--- src/source/msx_bus_pkg.sv ---
`default_nettype none

package msx_bus_pkg;

   // Primary slot number 0 to 3
   typedef logic [1:0] slot_t;

   // I/O port of the primary slot register
   localparam logic [7:0] PORT_SLOT  = 8'hA8;
   // I/O port of PPI port C (click, cassette motor)
   localparam logic [7:0] PORT_PPI_C = 8'hAA;

   // One CPU bus cycle, strobes already active high
   typedef struct packed {
      logic [15:0] addr;
      logic [7:0]  data_out;
      logic        mreq;
      logic        iorq;
      logic        rd;
      logic        wr;
      logic        m1;
      // One-cycle pulse at the start of a cycle
      logic        req;
   } cpu_bus_t;

   // Port A8h byte as raw value or as four page slots
   // Page 0 sits in the low two bits
   typedef union packed {
      logic [7:0]  raw;
      slot_t [3:0] pages;
   } slot_config_u;

endpackage

`default_nettype wire

--- src/source/msx_cfg_pkg.sv ---
`default_nettype none

package msx_cfg_pkg;

   // Static user settings
   typedef struct packed {
      // Extra wait states after each M1
      logic [2:0] wait_count;
      // Feed cassette input into the audio
      logic       tape_monitor;
   } msx_config_t;

   // Signed audio sample
   typedef logic signed [15:0] sample_t;

   // Key click level added to the mix
   localparam sample_t CLICK_LEVEL = 16'sh0400;
   // Cassette monitor level added to the mix
   localparam sample_t TAPE_LEVEL  = 16'sh0200;

endpackage

`default_nettype wire

--- src/source/slot_register.sv ---
`default_nettype none

module slot_register (
   input  logic                      clk,
   input  logic                      reset,
   input  msx_bus_pkg::cpu_bus_t     cpu,
   output msx_bus_pkg::slot_config_u slot_config,
   output logic                      keybeep,
   output logic                      tape_motor_on,
   output logic [7:0]                reg_data,
   output logic                      reg_oe
);
   import msx_bus_pkg::*;

   // PPI port C shadow
   logic [7:0] port_c;
   // Port decode on the low address byte
   logic       sel_slot;
   logic       sel_ppi_c;
   // I/O strobes
   logic       io_wr;
   logic       io_rd;

   assign sel_slot  = (cpu.addr[7:0] == PORT_SLOT);
   assign sel_ppi_c = (cpu.addr[7:0] == PORT_PPI_C);

   // Write taken only on the request strobe
   assign io_wr = cpu.req & cpu.iorq & cpu.wr;
   // Read is level based for the whole cycle
   assign io_rd = cpu.iorq & cpu.rd;

   always_ff @(posedge clk) begin
      if (reset) begin
         slot_config.raw <= 8'h00;
         // Bit 4 high keeps the motor stopped
         port_c          <= 8'h10;
      end else if (io_wr) begin
         if (sel_slot) begin
            slot_config.raw <= cpu.data_out;
         end
         if (sel_ppi_c) begin
            port_c <= cpu.data_out;
         end
      end
   end

   // Key click on bit 7
   assign keybeep       = port_c[7];
   // Motor runs while bit 4 is low
   assign tape_motor_on = ~port_c[4];

   // Read-back of both registers
   always_comb begin
      reg_oe   = 1'b0;
      reg_data = 8'hFF;
      if (io_rd && sel_slot) begin
         reg_oe   = 1'b1;
         reg_data = slot_config.raw;
      end else if (io_rd && sel_ppi_c) begin
         reg_oe   = 1'b1;
         reg_data = port_c;
      end
   end

   // One I/O write changes at most one register
   a_single_port_write : assert property (
      @(posedge clk) disable iff (reset)
      io_wr |=> ($stable(slot_config) || $stable(port_c))
   );

endmodule

`default_nettype wire

--- src/source/page_mapper.sv ---
`default_nettype none

module page_mapper #(
   parameter int RAM_ADDR_W = 27
) (
   input  msx_bus_pkg::cpu_bus_t     cpu,
   input  msx_bus_pkg::slot_config_u slot_config,
   input  logic [7:0]                reg_data,
   input  logic                      reg_oe,
   input  logic [7:0]                ram_dout,
   output logic [7:0]                d_to_cpu,
   output logic [RAM_ADDR_W-1:0]     ram_addr,
   output logic                      ram_ce,
   output logic                      ram_rnw,
   output logic [7:0]                ram_din
);
   import msx_bus_pkg::*;

   // 16 KB page from the top address bits
   logic [1:0] page;
   // Slot that the page is switched to
   slot_t      active_slot;
   // Memory read in progress
   logic       mem_rd;
   // Slot number stacked above the CPU address
   logic [17:0] flat_addr;

   assign page        = cpu.addr[15:14];
   assign active_slot = slot_config.pages[page];

   // Each slot gets its own 64 KB window
   assign flat_addr = {active_slot, cpu.addr};
   // Zero extension up to the RAM width
   assign ram_addr  = RAM_ADDR_W'(flat_addr);

   // Single RAM strobe for reads and writes
   assign ram_ce  = cpu.mreq & (cpu.rd | cpu.wr);
   // Read unless the CPU is writing
   assign ram_rnw = ~cpu.wr;
   assign ram_din = cpu.data_out;

   assign mem_rd = cpu.mreq & cpu.rd;

   // Register data wins over memory
   // Open bus reads as FFh
   always_comb begin
      if (reg_oe) begin
         d_to_cpu = reg_data;
      end else if (mem_rd) begin
         d_to_cpu = ram_dout;
      end else begin
         d_to_cpu = 8'hFF;
      end
   end

   // CPU never mixes memory and I/O requests
   // so RAM stays idle through any I/O cycle
   always_comb begin
      a_no_ram_in_io : assert (!(ram_ce && cpu.iorq))
         else $error("RAM strobe raised during an I/O cycle");
   end

endmodule

`default_nettype wire

--- src/source/wait_gen.sv ---
`default_nettype none

module wait_gen (
   input  logic       clk,
   input  logic       reset,
   input  logic       m1,
   input  logic       cpu_ce,
   input  logic       dev_wait,
   input  logic [2:0] wait_count,
   output logic       wait_n
);

   // Previous M1 level for edge detect
   logic       m1_q;
   // Remaining wait states
   logic [2:0] count;
   // New opcode fetch begins
   logic       m1_rise;

   assign m1_rise = m1 & ~m1_q;

   always_ff @(posedge clk) begin
      if (reset) begin
         m1_q  <= 1'b0;
         count <= 3'd0;
      end else begin
         m1_q <= m1;
         // Load wins over a coincident CPU clock
         if (m1_rise) begin
            count <= wait_count;
         end else if (cpu_ce && (count != 3'd0)) begin
            count <= count - 3'd1;
         end
      end
   end

   // Stall while counting or while a device asks
   assign wait_n = (count == 3'd0) && !dev_wait;

   // Count only rises on a fresh M1 load
   a_count_no_rise : assert property (
      @(posedge clk) disable iff (reset)
      !m1_rise |=> (count <= $past(count))
   );

endmodule

`default_nettype wire

--- src/source/audio_mix.sv ---
`default_nettype none

module audio_mix (
   input  logic                 clk,
   input  logic                 reset,
   input  logic                 keybeep,
   input  logic                 tape_motor_on,
   input  logic                 tape_in,
   input  logic                 tape_monitor,
   input  msx_cfg_pkg::sample_t device_sound,
   output msx_cfg_pkg::sample_t audio
);
   import msx_cfg_pkg::*;

   // Click plus cassette monitor
   sample_t            sys_sound;
   // One guard bit for overflow
   logic signed [16:0] sum;
   // Saturated result before the register
   sample_t            clipped;

   always_comb begin
      sys_sound = 16'sh0000;
      if (keybeep) begin
         sys_sound = sys_sound + CLICK_LEVEL;
      end
      // Tape heard only with the motor stopped
      if (tape_monitor && tape_in && !tape_motor_on) begin
         sys_sound = sys_sound + TAPE_LEVEL;
      end
   end

   // Sign-extended device sound plus the always positive system sound
   assign sum = {device_sound[15], device_sound} + {1'b0, sys_sound};

   // Clip when the guard bit disagrees with the sign
   always_comb begin
      case (sum[16:15])
         2'b01:   clipped = 16'sh7FFF;
         2'b10:   clipped = 16'sh8000;
         default: clipped = sum[15:0];
      endcase
   end

   always_ff @(posedge clk) begin
      if (reset) begin
         audio <= 16'sh0000;
      end else begin
         audio <= clipped;
      end
   end

   // System sound only ever adds to the device level
   a_never_below_device : assert property (
      @(posedge clk) disable iff (reset)
      1'b1 |=> (audio >= $past(device_sound))
   );

endmodule

`default_nettype wire

--- src/source/msx_bus_top.sv ---
`default_nettype none

module msx_bus_top #(
   parameter int RAM_ADDR_W = 27
) (
   input  logic                     clk,
   input  logic                     reset,
   input  msx_bus_pkg::cpu_bus_t    cpu,
   input  logic                     cpu_ce,
   input  logic                     dev_wait,
   input  msx_cfg_pkg::sample_t     device_sound,
   input  logic                     tape_in,
   input  msx_cfg_pkg::msx_config_t cfg,
   input  logic [7:0]               ram_dout,
   output logic [7:0]               d_to_cpu,
   output logic                     wait_n,
   output logic [RAM_ADDR_W-1:0]    ram_addr,
   output logic                     ram_ce,
   output logic                     ram_rnw,
   output logic [7:0]               ram_din,
   output logic                     tape_motor_on,
   output msx_cfg_pkg::sample_t     audio
);
   import msx_bus_pkg::*;

   // Primary slot byte from port A8h
   slot_config_u slot_config;
   // Key click bit from port C
   logic         keybeep;
   // Register read-back path
   logic [7:0]   reg_data;
   logic         reg_oe;

   // Ports A8h and AAh
   slot_register slot_register_inst (
      .clk           (clk),
      .reset         (reset),
      .cpu           (cpu),
      .slot_config   (slot_config),
      .keybeep       (keybeep),
      .tape_motor_on (tape_motor_on),
      .reg_data      (reg_data),
      .reg_oe        (reg_oe)
   );

   // Address map and read data
   page_mapper #(
      .RAM_ADDR_W (RAM_ADDR_W)
   ) page_mapper_inst (
      .cpu         (cpu),
      .slot_config (slot_config),
      .reg_data    (reg_data),
      .reg_oe      (reg_oe),
      .ram_dout    (ram_dout),
      .d_to_cpu    (d_to_cpu),
      .ram_addr    (ram_addr),
      .ram_ce      (ram_ce),
      .ram_rnw     (ram_rnw),
      .ram_din     (ram_din)
   );

   // M1 wait states
   wait_gen wait_gen_inst (
      .clk        (clk),
      .reset      (reset),
      .m1         (cpu.m1),
      .cpu_ce     (cpu_ce),
      .dev_wait   (dev_wait),
      .wait_count (cfg.wait_count),
      .wait_n     (wait_n)
   );

   // System sounds into the output mix
   audio_mix audio_mix_inst (
      .clk           (clk),
      .reset         (reset),
      .keybeep       (keybeep),
      .tape_motor_on (tape_motor_on),
      .tape_in       (tape_in),
      .tape_monitor  (cfg.tape_monitor),
      .device_sound  (device_sound),
      .audio         (audio)
   );

endmodule

`default_nettype wire

--- config.mk ---
export PLATFORM = sky130hd
export DESIGN_NAME = msx_bus_top
export DESIGN_NICKNAME = d
export VERILOG_FILES = /design/src/source/msx_bus_pkg.sv /design/src/source/msx_cfg_pkg.sv /design/src/source/slot_register.sv /design/src/source/page_mapper.sv /design/src/source/wait_gen.sv /design/src/source/audio_mix.sv /design/src/source/msx_bus_top.sv
export SDC_FILE = /design/constraint.sdc
export NUM_CORES = 1
export LEC_CHECK = 0
export BUFFER_PORTS_ARGS = -buffer_cell sky130_fd_sc_hd__buf_2
export CORE_MARGIN = 4
export CORE_UTILIZATION = 39
export CTS_CLUSTER_DIAMETER = 40
export DETAILED_ROUTE_END_ITERATION = 10
export HOLD_SLACK_MARGIN = 0.02
export PLACE_DENSITY = 0.72
export SETUP_SLACK_MARGIN = 0.05
export SKIP_LAST_GASP = 1
export SYNTH_ARGS = -nofsm -noshare
export SYNTH_HDL_FRONTEND = slang
export SYNTH_SLANG_ARGS = --single-unit
export TNS_END_PERCENT = 10
--- constraint.sdc ---
create_clock -name clk -period 3.3 [get_ports clk]
set_input_delay 0 -clock clk [delete_from_list [all_inputs] [get_ports clk]]
set_output_delay 0 -clock clk [all_outputs]
set_load 0.01 [all_outputs]
; After elaboration in Yosys (flattened, before gate mapping)
; Index checks and enable logic that the tools add are counted.
[totals]
ff_bits = 36
in_bits = 63
output_inout_bits = 63
wordCells = 48
[classes]
addsub = 3
n_lt_le_gt_ge = 1
n_eq_ne = 4
mux = 13
bitwise = 10
reduce_logical = 12
[ops]
columns = operator, count
row1 = $mux W8, 4
row2 = $pmux W16 S2, 1
row3 = $add A17 B16 Y17, 1
row4 = $eq A8 B8 Y1 const B, 2
row5 = $mux W16, 1
row6 = $add A11 B10 Y12 const B, 1
row7 = $mux W11, 1
row8 = $and A1 B1 Y1, 6
row9 = $logic_and A1 B1 Y1, 6
row10 = $mux W3, 2
row11 = $bmux W2 S2, 1
row12 = $reduce_and A2 Y1, 2
row13 = $logic_not A3 Y1, 1
row14 = $lt A2 B3 Y1 const B, 1
row15 = $not A1 Y1, 3
row16 = $reduce_bool A3 Y1, 1
row17 = $sub A3 B1 Y3 const B, 1
row18 = $eq A2 B1 Y1 const B, 1
row19 = $eq A2 B2 Y1 const B, 1
row20 = $mux W1, 2
row21 = $mux W2, 1
row22 = $reduce_bool A2 Y1, 1
row23 = $logic_not A1 Y1, 1
row24 = $or A1 B1 Y1, 1

; Logic depth before layout (Yosys ltp)
; Gate-level depths: netlist of the first run.
[depth]
word_depth = 6
ltp_mapped = 12
mapped_depth_nobuf = 10

; Cells and area by module
; A second synthesis of the first run with hierarchy kept.
[unflattened]
hier_cells = 245
hier_area_um2 = 2228.4
[by_module_without_submodules]
columns = module, instances, cells_each, area_per_inst_um2, seq_area_each_um2
row1 = slot_register, 1, 85, 849.6, 320.3
row2 = audio_mix, 1, 78, 689.4, 320.3
row3 = page_mapper, 1, 56, 444.2, 0.0
row4 = wait_gen, 1, 26, 245.2, 80.1

; Worst setup path after synthesis of the first run
; Ideal clock, no wire load.
[synth_timing]
path_type = register to register
start = register slot_register_inst.port_c[4]
end = register audio_mix_inst.audio[10]
setup_ns = 0.133
t_arrival_ns = 2.654
t_required_ns = 3.167
setup_slack_ns = 0.513
stages_incl_launch_ff = 13
path_buffers = 2
period_less_slack_ns = 2.787
cell_sequence = dfxtp_1 -> and3_1 -> ha_1 -> inv_1 -> fa_1 -> nand2b_1 -> or3_4 -> and2_2 -> ha_1 -> buf_2 -> nand2b_1 -> clkbuf_1 -> a21oi_1
[synth_via]
elab_chain_len = 5
elab_cells_between_ends = 6
classes_between = 1 x add/sub / 2 x eq/ne / 2 x mux / 1 x reduce/logical
[synth_lines]
columns = element, line_no
row1 = start: declaration, slot_register.sv:16  ; logic [7:0] port_c;
row2 = start signal: assignment, slot_register.sv:42  ; port_c <= cpu.data_out;
row3 = $logic_and A1 B1 Y1 (*), audio_mix.sv:28  ; if (tape_monitor && tape_in && !tape_motor_on) begin
row4 = $mux W16 (*), audio_mix.sv:28
row5 = $add A17 B16 Y17 (*), audio_mix.sv:34  ; assign sum = {device_sound[15], device_sound} + {1'b0, sys_sound};
row6 = $eq A2 B2 Y1 / $eq A2 B1 Y1 (equally long branches), audio_mix.sv:38  ; case (sum[16:15])
row7 = $pmux W16 S2 (*), audio_mix.sv:38
row8 = end signal: assignment, audio_mix.sv:49  ; audio <= clipped;
row9 = end: declaration, audio_mix.sv:11  ; output msx_cfg_pkg::sample_t audio
; Every way passes the cells marked *; elsewhere a longest branch is shown, timed or not.
; A chain may end at the register's enable or synchronous reset.

; Final worst setup path of the first run
[layout_timing]
start = register slot_register_inst.port_c[4]
end = register audio_mix_inst.audio[5]
; Same word-level chain as after synthesis.

==> results.json, run 1 <==
{
  "status": "finished, final reports clean",
  "routed_wl_um": 5580,
  "clockRootBuffer": "clkbuf_8",
  "synth_seq_cells": 36,
  "cp-start-kind": "flop",
  "p_per_area_mw_per_mm2": 336,
  "grt.overflow.total": 0,
  "p_leak_nw": 1.35,
  "arrival_ps": 3110,
  "antenna_cells": 0,
  "ant_nets": 0,
  "power.internal_mw": 0.702,
  "finClkSkew_ps": 6.05,
  "final_nets": 420,
  "antenna_found_initial": 0,
  "yosysTopAreaCellShare_pct": 31.9,
  "p_sw_share_pct": 27.5,
  "cts_buffers": 5,
  "mostFrequentLayoutCell": "buf_2",
  "initial_core_util_pct": 40.6,
  "slew_headroom_pct": 51.5,
  "synth_edf_count": 0,
  "routed-via-count": 2077,
  "combPwrFrac_pct": 22.9,
  "synth_ff_type": "dfxtp_1",
  "drive_gt1_share_pct": 34.6,
  "grt_pass1_wl_um": 8780,
  "synth_top_area_cell": "dfxtp_1",
  "fin_tns_setup_ps": 0,
  "p_clk_share_pct": 29.5,
  "area_growth_pct": 27.3,
  "worstMarginPinSlew_ps": 724,
  "rsz0062_at_grt": "no",
  "core_mm2": 0.00557,
  "multi_input_area_mm2": 0.00121,
  "power.total_mw": 0.968,
  "synth_cell_types": 44,
  "chipHeight_um": 84.2,
  "hold_class": "in -> reg",
  "clock.fmax_ghz": 0.335,
  "die_w_um": 84.2,
  "clk_pin_slew_ps": 70,
  "die-area_mm2": 0.00708,
  "switchingPower_mw": 0.266,
  "ios": 126,
  "cts_tree": "done",
  "synth_cells": 255,
  "cp-end-kind": "flop",
  "first_global_vias": 1949,
  "drc_errors": 0,
  "period_share_pct": 90.4,
  "finalSetupViolCount": 0,
  "drv_cap": 0,
  "cts_sinks": 36,
  "hold_viol_final": 0,
  "worst_ir_drop_vdd_uv": 190,
  "required_ps": 3430,
  "drtPass1Iterations": 4,
  "vias_per_cell": 4.92,
  "htreeDepth": 2,
  "period_minus_slack_ps": 2980,
  "final_cell_mix": "104 x buf_2, 36 x nand2b_1, 36 x dfxtp_1",
  "post-cts-setup-buffers": 0,
  "fill_cells": 520,
  "slew_viol_final": 0,
  "yosysWarnings": 0,
  "cts_buffer_depth": 2,
  "seq_power_share_pct": 47.6,
  "seq_area_frac_synth_pct": 31.9,
  "first_iter_violations": 60,
  "regArea_um2": 721,
  "grt_max_degree": 45,
  "clkLatencyLatePin_ps": 280,
  "worstSetupPathType": "reg -> reg",
  "postSynthAreaPerCell_um2": 8.87,
  "async_reset_ff_share_pct": 0,
  "place.gp.congestion": 0.840,
  "critPathMaxFanout": 12,
  "dp_hpwl_um": 4180,
  "gr-usage-all-layers_pct": 14.9,
  "place.port_buffers": 104,
  "wl_per_cell_um": 13.2,
  "synth_area_mm2": 0.00226,
  "netlist_top_cells_area": "dfxtp_1 32%, buf_4 12%, nand2b_1 10%",
  "fp-row-count": 27
}
## registers in the layout (all words and copies together), names as in the netlist
| signal | cells |
|---|---|
| wait_gen_inst.m1_q | 1 |
| slot_register_inst.slot_config | 8 |
| wait_gen_inst.count | 3 |
| audio_mix_inst.audio | 16 |
| slot_register_inst.port_c | 8 |
## worst max-delay path: stages (launching register included)
cell and delay, ps:
dfxtp_1 380, and3_1 170, ha_1 160, inv_1 60, fa_1 410, nand2b_1 180, or3_4 340, and2_2 200
ha_1 360, nand2b_1 420, a21oi_1 150
## cell usage after synthesis (all sizes together) (2+ instances only)
cell	count
a2111oi	8
a21oi	23
a311oi	3
a31oi	2
and2	2
and3	2
and4bb	2
buf	40
clkbuf	6
dfxtp	36
ha	6
inv	10
mux2i	16
mux4	2
nand2	12
nand2b	36
nand3	2
nand3b	2
nand4bb	2
nor2	6
nor2b	10
o21ai	11
or3	3
## cell type report
class | instances | share of cell area [%]
clock buffers | 6 | 2.52
clock inverters | 1 | 0.174
inverters | 10 | 1.30
multi-input cells | 171 | 42.2
flip-flops and latches | 36 | 25.0
well taps | 72 | 3.13
repair buffers | 126 | 25.6
## cells by family after synthesis
logic type | Yosys count | synth area share (%)
compound gates | 52 | 14.2
flops | 36 | 31.9
other cells | 1 | 0.166
fa+ha+maj | 7 | 4.20
xor+xnor | 2 | 0.774
simple gates | 83 | 24.0
buf+inv | 56 | 15.8
mux | 18 | 9.07
## power groups by stage
stage | Combinational, mW | Sequential [mW] | Clock [mW]
after floorplan | 0.130 | 0.479 | 0
after global placement | 0.196 | 0.471 | 0
after detailed placement | 0.199 | 0.470 | 0
after CTS | 0.222 | 0.461 | 0.298
after global routing | 0.245 | 0.462 | 0.315
final | 0.222 | 0.461 | 0.286
## per-layer routing
metal  track usage (%)  routed length, um  vias to the layer above  share of wire, %
met5                 0                  0                        -                 0
met4              7.16                155                        0               2.8
met3              3.14                495                       15               8.9
met2              27.4               2710                      102                49
met1              16.1               2220                      933                40
li1                  -                  -                     1027                 -
## worst paths after layout
check | from | end | slack [ps] | cells after the start
min | cpu[7] | slot_register_inst.port_c[1] | 30 | 3
max | slot_register_inst.port_c[4] | audio_mix_inst.audio[5] | 320 | 10
max reg2reg | slot_register_inst.port_c[4] | audio_mix_inst.audio[5] | 320 | 10
min reg2reg | slot_register_inst.port_c[6] | slot_register_inst.port_c[6] | 480 | 2
## repair_timing
action	CTS	global route
hold buffers	21	0
endpoints found under the hold margin	23	0
resized for setup	0	0
## stage by stage
stage | util [%] | hold WS [ps] | setup slack (ps) | std cells | instance area (um^2)
finish | 51.6 | 25.6 | 317 | 422 | 2880
global route | 51.6 | 38.7 | 140 | 422 | 2880
CTS | 51.6 | 22.7 | 339 | 422 | 2880
detailed placement | 46.5 | 0.0686 | 354 | 394 | 2590
global placement | 46.5 | 0.0686 | 469 | 394 | 2590
floorplan | - | 43.5 | 513 | 263 | 2290
Note: power is estimated with default switching activity, not from simulation.
==> run 2: changes to the inputs <==
Settings changed: ABC_AREA set to 1.
==> run 2 against run 1 <==
Synthesized cell count rose by 33%. Area after synthesis rose by 2.6%. Register-to-register slack better by 150 ps. Combinational power up 6%. Largest power group unchanged. Highest routed layer unchanged.
==> results.json, run 2 <==
{
  "status": "finished, final reports clean",
  "slew_headroom_pct": 63.1,
  "pre_cts_ws_ps": 322,
  "antenna_found_initial": 0,
  "synth_top_area_cell": "dfxtp_1",
  "cts_sinks": 36,
  "met2_usage_pct": 30.2,
  "top_regs": "audio_mix_inst.audio (16), slot_register_inst.port_c (8), slot_register_inst.slot_config (8)",
  "first_iter_violations": 53,
  "place.gp.congestion": 0.859,
  "async_reset_ff_share_pct": 0,
  "yosysTopAreaCellShare_pct": 31.1,
  "critPathMaxFanout": 15,
  "antenna_cells": 0,
  "fin_cells": 511,
  "drc_errors": 0,
  "initial_core_util_pct": 41.1,
  "synth_ff_type": "dfxtp_1",
  "core_mm2": 0.00564,
  "met3_usage_pct": 4.17,
  "worstSetupPathType": "reg -> reg",
  "hold_class": "in -> reg",
  "drv_cap": 0,
  "period_share_pct": 85.8,
  "grt_max_degree": 29,
  "final_cell_mix": "104 x buf_2, 76 x nand2_1, 45 x inv_1",
  "final_nets": 509,
  "die-area_mm2": 0.00725,
  "worst_ir_drop_vdd_uv": 243,
  "drive_gt1_share_pct": 29.2,
  "dp_hpwl_um": 4410,
  "p_leak_nw": 1.54,
  "clockRootBuffer": "clkbuf_8",
  "slew_viol_final": 0,
  "regMostFlops": "audio_mix_inst.audio",
  "place_inst": 480,
  "yosysMostFrequentCell": "nand2_1",
  "arrival_ps": 2980,
  "postSynthAreaPerCell_um2": 6.85,
  "worstMarginPinSlew_ps": 553,
  "p_per_area_mw_per_mm2": 346,
  "cp-start-kind": "flop",
  "seq_area_frac_synth_pct": 31.1,
  "yosysWarnings": 0,
  "synthTopCellsByCount": "77 x nand2_1, 45 x inv_1, 36 x dfxtp_1",
  "clk_pin_slew_ps": 70,
  "hold_viol_final": 0,
  "grt_busiest_layer": "met2",
  "cp-end-kind": "flop",
  "ant_nets": 0,
  "required_ps": 3450,
  "fp-row-count": 27,
  "finClkSkew_ps": 1.55,
  "routed_wl_um": 5880,
  "synth_cell_types": 28,
  "rsz0062_at_grt": "no",
  "multi_input_area_mm2": 0.00114,
  "synth_area_mm2": 0.00232,
  "grt_util_met1_pct": 18.6,
  "post-route-worst-setup-slack_ps": 468,
  "fin_tns_setup_ps": 0,
  "area_growth_pct": 28.5,
  "htreeDepth": 2,
  "wl_per_cell_um": 11.5,
  "fill_cells": 569,
  "die_w_um": 85.1,
  "gr-usage-all-layers_pct": 16.4,
  "grt.overflow.total": 0,
  "synth_edf_count": 0,
  "clkLatencyLatePin_ps": 280,
  "regArea_um2": 721,
  "netlist_top_cells_area": "dfxtp_1 31%, nand2_1 12%, buf_4 11%",
  "vias_per_cell": 4.53,
  "chipHeight_um": 85.1,
  "mostFrequentLayoutCell": "buf_2",
  "largest_reg_flops": 16,
  "synth_cells": 339,
  "drtPass1Iterations": 5,
  "ios": 126,
  "cts_buffer_depth": 2,
  "cts_tree": "done",
  "synth_seq_cells": 36,
  "finalSetupViolCount": 0,
  "place.port_buffers": 104,
  "clock.fmax_ghz": 0.353,
  "first_global_vias": 2275,
  "grt_pass1_wl_um": 9860,
  "cts_buffers": 5,
  "period_minus_slack_ps": 2830,
  "routed-via-count": 2314
}
==> run 2: cell count changes after synthesis, sizes merged, moves of 12 or more <==
| cell | delta |
|---|---|
| nand2b | -36 |
| nand3 | +33 |
| nand2 | +70 |
| nor2 | +24 |
| mux2i | -16 |
| a21oi | +12 |
| inv | +36 |
==> run 2: stage by stage <==
| step | util (%) | hold WS, ps | total power [mW] | area, um^2 |
|---|---|---|---|---|
| 2_1_floorplan | - | 50.7 | 0.622 | 2350 |
| 3_3_place_gp | 46.9 | 0.0686 | 0.679 | 2640 |
| 3_5_place_dp | 46.9 | 0.0686 | 0.683 | 2640 |
| 4_1_cts | 52.8 | 20.4 | 1.04 | 2980 |
| 5_1_grt | 52.9 | 49.9 | 1.09 | 2980 |
| 6_report | 52.9 | 15.9 | 1.03 | 2980 |
==> run 2: routing by layer <==
metal  part of all wire, %  routed length [um]
met5                     0                   0
met4                   1.2                  72
met3                   9.7                 569
met2                    48                2830
met1                    41                2410
==> run 2: final cells by class <==
cell class | instances | area share (%)
timing repair buffer | 128 | 25.5
sequential | 36 | 24.2
clock buffer | 7 | 3.23
tap | 72 | 3.02
inverter | 47 | 5.91
multi-input combinational | 221 | 38.2
==> run 2: final timing paths <==
path | to | start | slack [ps] | cells past startpoint
worst max-delay path | audio_mix_inst.audio[10] | slot_register_inst.port_c[4] | 470 | 13
worst min-delay path | slot_register_inst.port_c[0] | cpu[6] | 20 | 3
worst max register to register | audio_mix_inst.audio[10] | slot_register_inst.port_c[4] | 470 | 13
worst min register to register | slot_register_inst.port_c[4] | slot_register_inst.port_c[4] | 470 | 2
==> run 2: critical path, cell delays in order, from the launching register on <==
cell and delay (ps):
dfxtp_1 330, inv_1 70, nor2_1 110, ha_1 180, inv_1 60, fa_1 380
nor2_1 220, nand4_1 110, nand2_1 130, inv_1 50, ha_1 510, inv_1 180
nand2_2 260, a21oi_1 110
==> run 2: what timing repair did <==
action	CTS	global route
hold buffers	24	0
buffers inserted	0	0
gates resized for setup	0	1
hold endpoints to repair	30	0
endpoints found under the setup margin	0	15
==> run 2: logic make-up (layout without fill, tap and decap cells) <==
family                   after synthesis  count (layout)  synth area share [%]
AO/OA/AOI/OAI                         50              50                  11.7
flip-flops                            36              36                  31.1
XOR/XNOR                               1               1                 0.377
adder cells (fa/ha/maj)                7               7                  4.10
other                                  1               9                 0.162
buffers and inverters                 90             182                  21.3
AND/OR/NAND/NOR                      154             154                  31.3
==> run 2: where the power goes <==
part / internal, mW / switching (mW) / leakage, nW / total (mW)
Combinational: 0.103 / 0.132 / 1.20 / 0.235
Clock: 0.186 / 0.148 / 0.0503 / 0.334
Sequential: 0.456 / 0.00769 / 0.294 / 0.464
==> run 3: changes to the inputs <==
Settings changed: CORE_UTILIZATION 39 to 30, PLACE_DENSITY 0.72 to 0.59.
Clock period 3.3 ns to 3.1 ns, I/O delays scaled along.
==> run 3 against run 2 <==
Sequential cell count unchanged. Core utilization down 12 points. Global-route usage shrank 3.6 points. Critical path depth unchanged. Die area rose by 27%. Final cell count is 5.7% higher. Largest power group unchanged.
==> results.json, run 3 (synthesis results as in run 2) <==
{
  "drtPass1Iterations": 4,
  "largest_reg_flops": 16,
  "final_nets": 510,
  "regMostFlops": "audio_mix_inst.audio",
  "wl_met1_um": 2690,
  "routed_wl_um": 6080,
  "dp_hpwl_um": 4620,
  "clock.fmax_ghz": 0.374,
  "grt_max_degree": 29,
  "regToRegStartpoint": "slot_register_inst.port_c[4]",
  "gr-usage-all-layers_pct": 12.8,
  "cp-end-kind": "flop",
  "fin_tns_setup_ps": 0,
  "fin_util_pct": 41.2,
  "first_iter_violations": 82,
  "cp_common_cell": "inv_1",
  "ios": 126,
  "p_per_area_mw_per_mm2": 380,
  "mostFrequentLayoutCell": "buf_2",
  "antenna_found_initial": 0,
  "required_ps": 3310,
  "antenna_cells": 0,
  "ctsHoldBuffers": 24,
  "worstMarginPinSlew_ps": 584,
  "slew_headroom_pct": 61.0,
  "final_cell_mix": "104 x buf_2, 77 x nand2_1, 45 x inv_1",
  "clkLatencyLatePin_ps": 280,
  "crit_path_start": "slot_register_inst.port_c[4]",
  "drv_cap": 0,
  "grt_pass1_wl_um": 9480,
  "hold_path.startpoint": "cfg[1]",
  "area_growth_pct": 30.7,
  "grt.overflow.total": 0,
  "p_leak_nw": 1.55,
  "rsz0062_at_grt": "no",
  "drive_gt1_share_pct": 29.0,
  "cts_buffers": 5,
  "hold_ws_ps": 31.0,
  "finClkSkew_ps": 5.17,
  "slowest_delay_ps": 380,
  "path_buf_inv": 4,
  "wl_met2_um": 2780,
  "core_mm2": 0.00737,
  "htreeDepth": 2,
  "critPathTopFamily": "simple AND/OR/NAND/NOR gates",
  "slew_viol_final": 0,
  "critPathMaxFanout": 15,
  "drc_errors": 0,
  "clockRootBuffer": "clkbuf_8",
  "period_share_pct": 86.2,
  "place.gp.congestion": 0.768,
  "fp-row-count": 31,
  "post-cts-setup-buffers": 0,
  "worst_ir_drop_vdd_uv": 242,
  "vias_per_cell": 4.27,
  "clk_pin_slew_ps": 70,
  "cp-start-kind": "flop",
  "first_global_vias": 2124,
  "top_regs": "audio_mix_inst.audio (16), slot_register_inst.port_c (8), slot_register_inst.slot_config (8)",
  "ant_nets": 0,
  "top_layer_used": "met4",
  "cts_tree": "done",
  "initial_core_util_pct": 31.5,
  "place.port_buffers": 104,
  "worstSetupPathType": "reg -> reg",
  "wl_per_cell_um": 11.3,
  "hold_class": "in -> reg",
  "cts_buffer_depth": 2,
  "cp_slowest_cell": "fa_1",
  "status": "finished, final reports clean",
  "period_minus_slack_ps": 2670,
  "routed-via-count": 2307,
  "cts_sinks": 36,
  "path_cells": "inv_1 -> nor2_1 -> ha_1 -> inv_1 -> fa_1 -> nor2_1 -> nand4_1 -> nand2_1 -> inv_1 -> ha_1 -> inv_1 -> nand2_1 -> a21oi_1",
  "arrival_ps": 2880,
  "cts-resized-gates": 0,
  "hold_viol_final": 0,
  "finalSetupViolCount": 0,
  "dr_wl_met3_um": 582,
  "die-area_mm2": 0.00921,
  "die_w_um": 96.0,
  "chipHeight_um": 96.0
}
==> run 3: cell types whose count changed in the layout (fill, tap and decap cells not counted) <==
cell,before,now
buf_4,0,1
bufinv_16,0,1
clkinv_2,0,1
clkbuf_8,7,5
nand2_1,76,77
clkbuf_1,0,1
nand2_2,5,4
==> run 3: metrics by stage <==
| stage | total power, mW | area (um^2) | setup slack (ps) | cells |
|---|---|---|---|---|
| after CTS | 1.17 | 3030 | 412 | 540 |
| after detailed placement | 0.729 | 2690 | 441 | 508 |
| after global routing | 1.22 | 3030 | 122 | 540 |
| after floorplan | 0.662 | 2350 | 668 | 347 |
| final | 1.15 | 3030 | 428 | 540 |
| after global placement | 0.727 | 2690 | 539 | 508 |
==> run 3: layout make-up <==
class | instances | area, um^2
fillers | 810 | 4340
multi-input cells | 221 | 1140
repair buffers | 129 | 768
flip-flops and latches | 36 | 721
inverters | 47 | 176
well taps | 99 | 124
clock buffers | 6 | 72.6
clock inverters | 2 | 35.0
==> run 3: layer usage <==
layer  vias to the layer above  global-route usage, %
met2                        92                   22.1
met1                       978                   15.6
met3                         2                   3.67
met5                         -                      0
li1                       1235                      -
met4                         0                   3.20
==> run 3: path summary, 6_finish.rpt <==
kind,endpoint,slack [ps],cells past startpoint
setup / recovery,audio_mix_inst.audio[11],430,13
hold / removal,wait_gen_inst.count[0],30,3
setup reg to reg,audio_mix_inst.audio[11],430,13
hold reg to reg,slot_register_inst.port_c[4],460,2
==> run 3: power by group <==
group	leakage (nW)	internal [mW]	switching (mW)
Sequential	0.294	0.485	0.00791
Clock	0.0552	0.239	0.170
Combinational	1.20	0.110	0.140
Total	1.55	0.834	0.319
==> run 3: worst register-to-register path, cell delays in order (launching register included) <==
cell and delay [ps]:
dfxtp_1 330, inv_1 70, nor2_1 110, ha_1 170, inv_1 50, fa_1 380, nor2_1 210, nand4_1 110
nand2_1 130, inv_1 50, ha_1 300, inv_1 130, nand2_1 330, a21oi_1 240
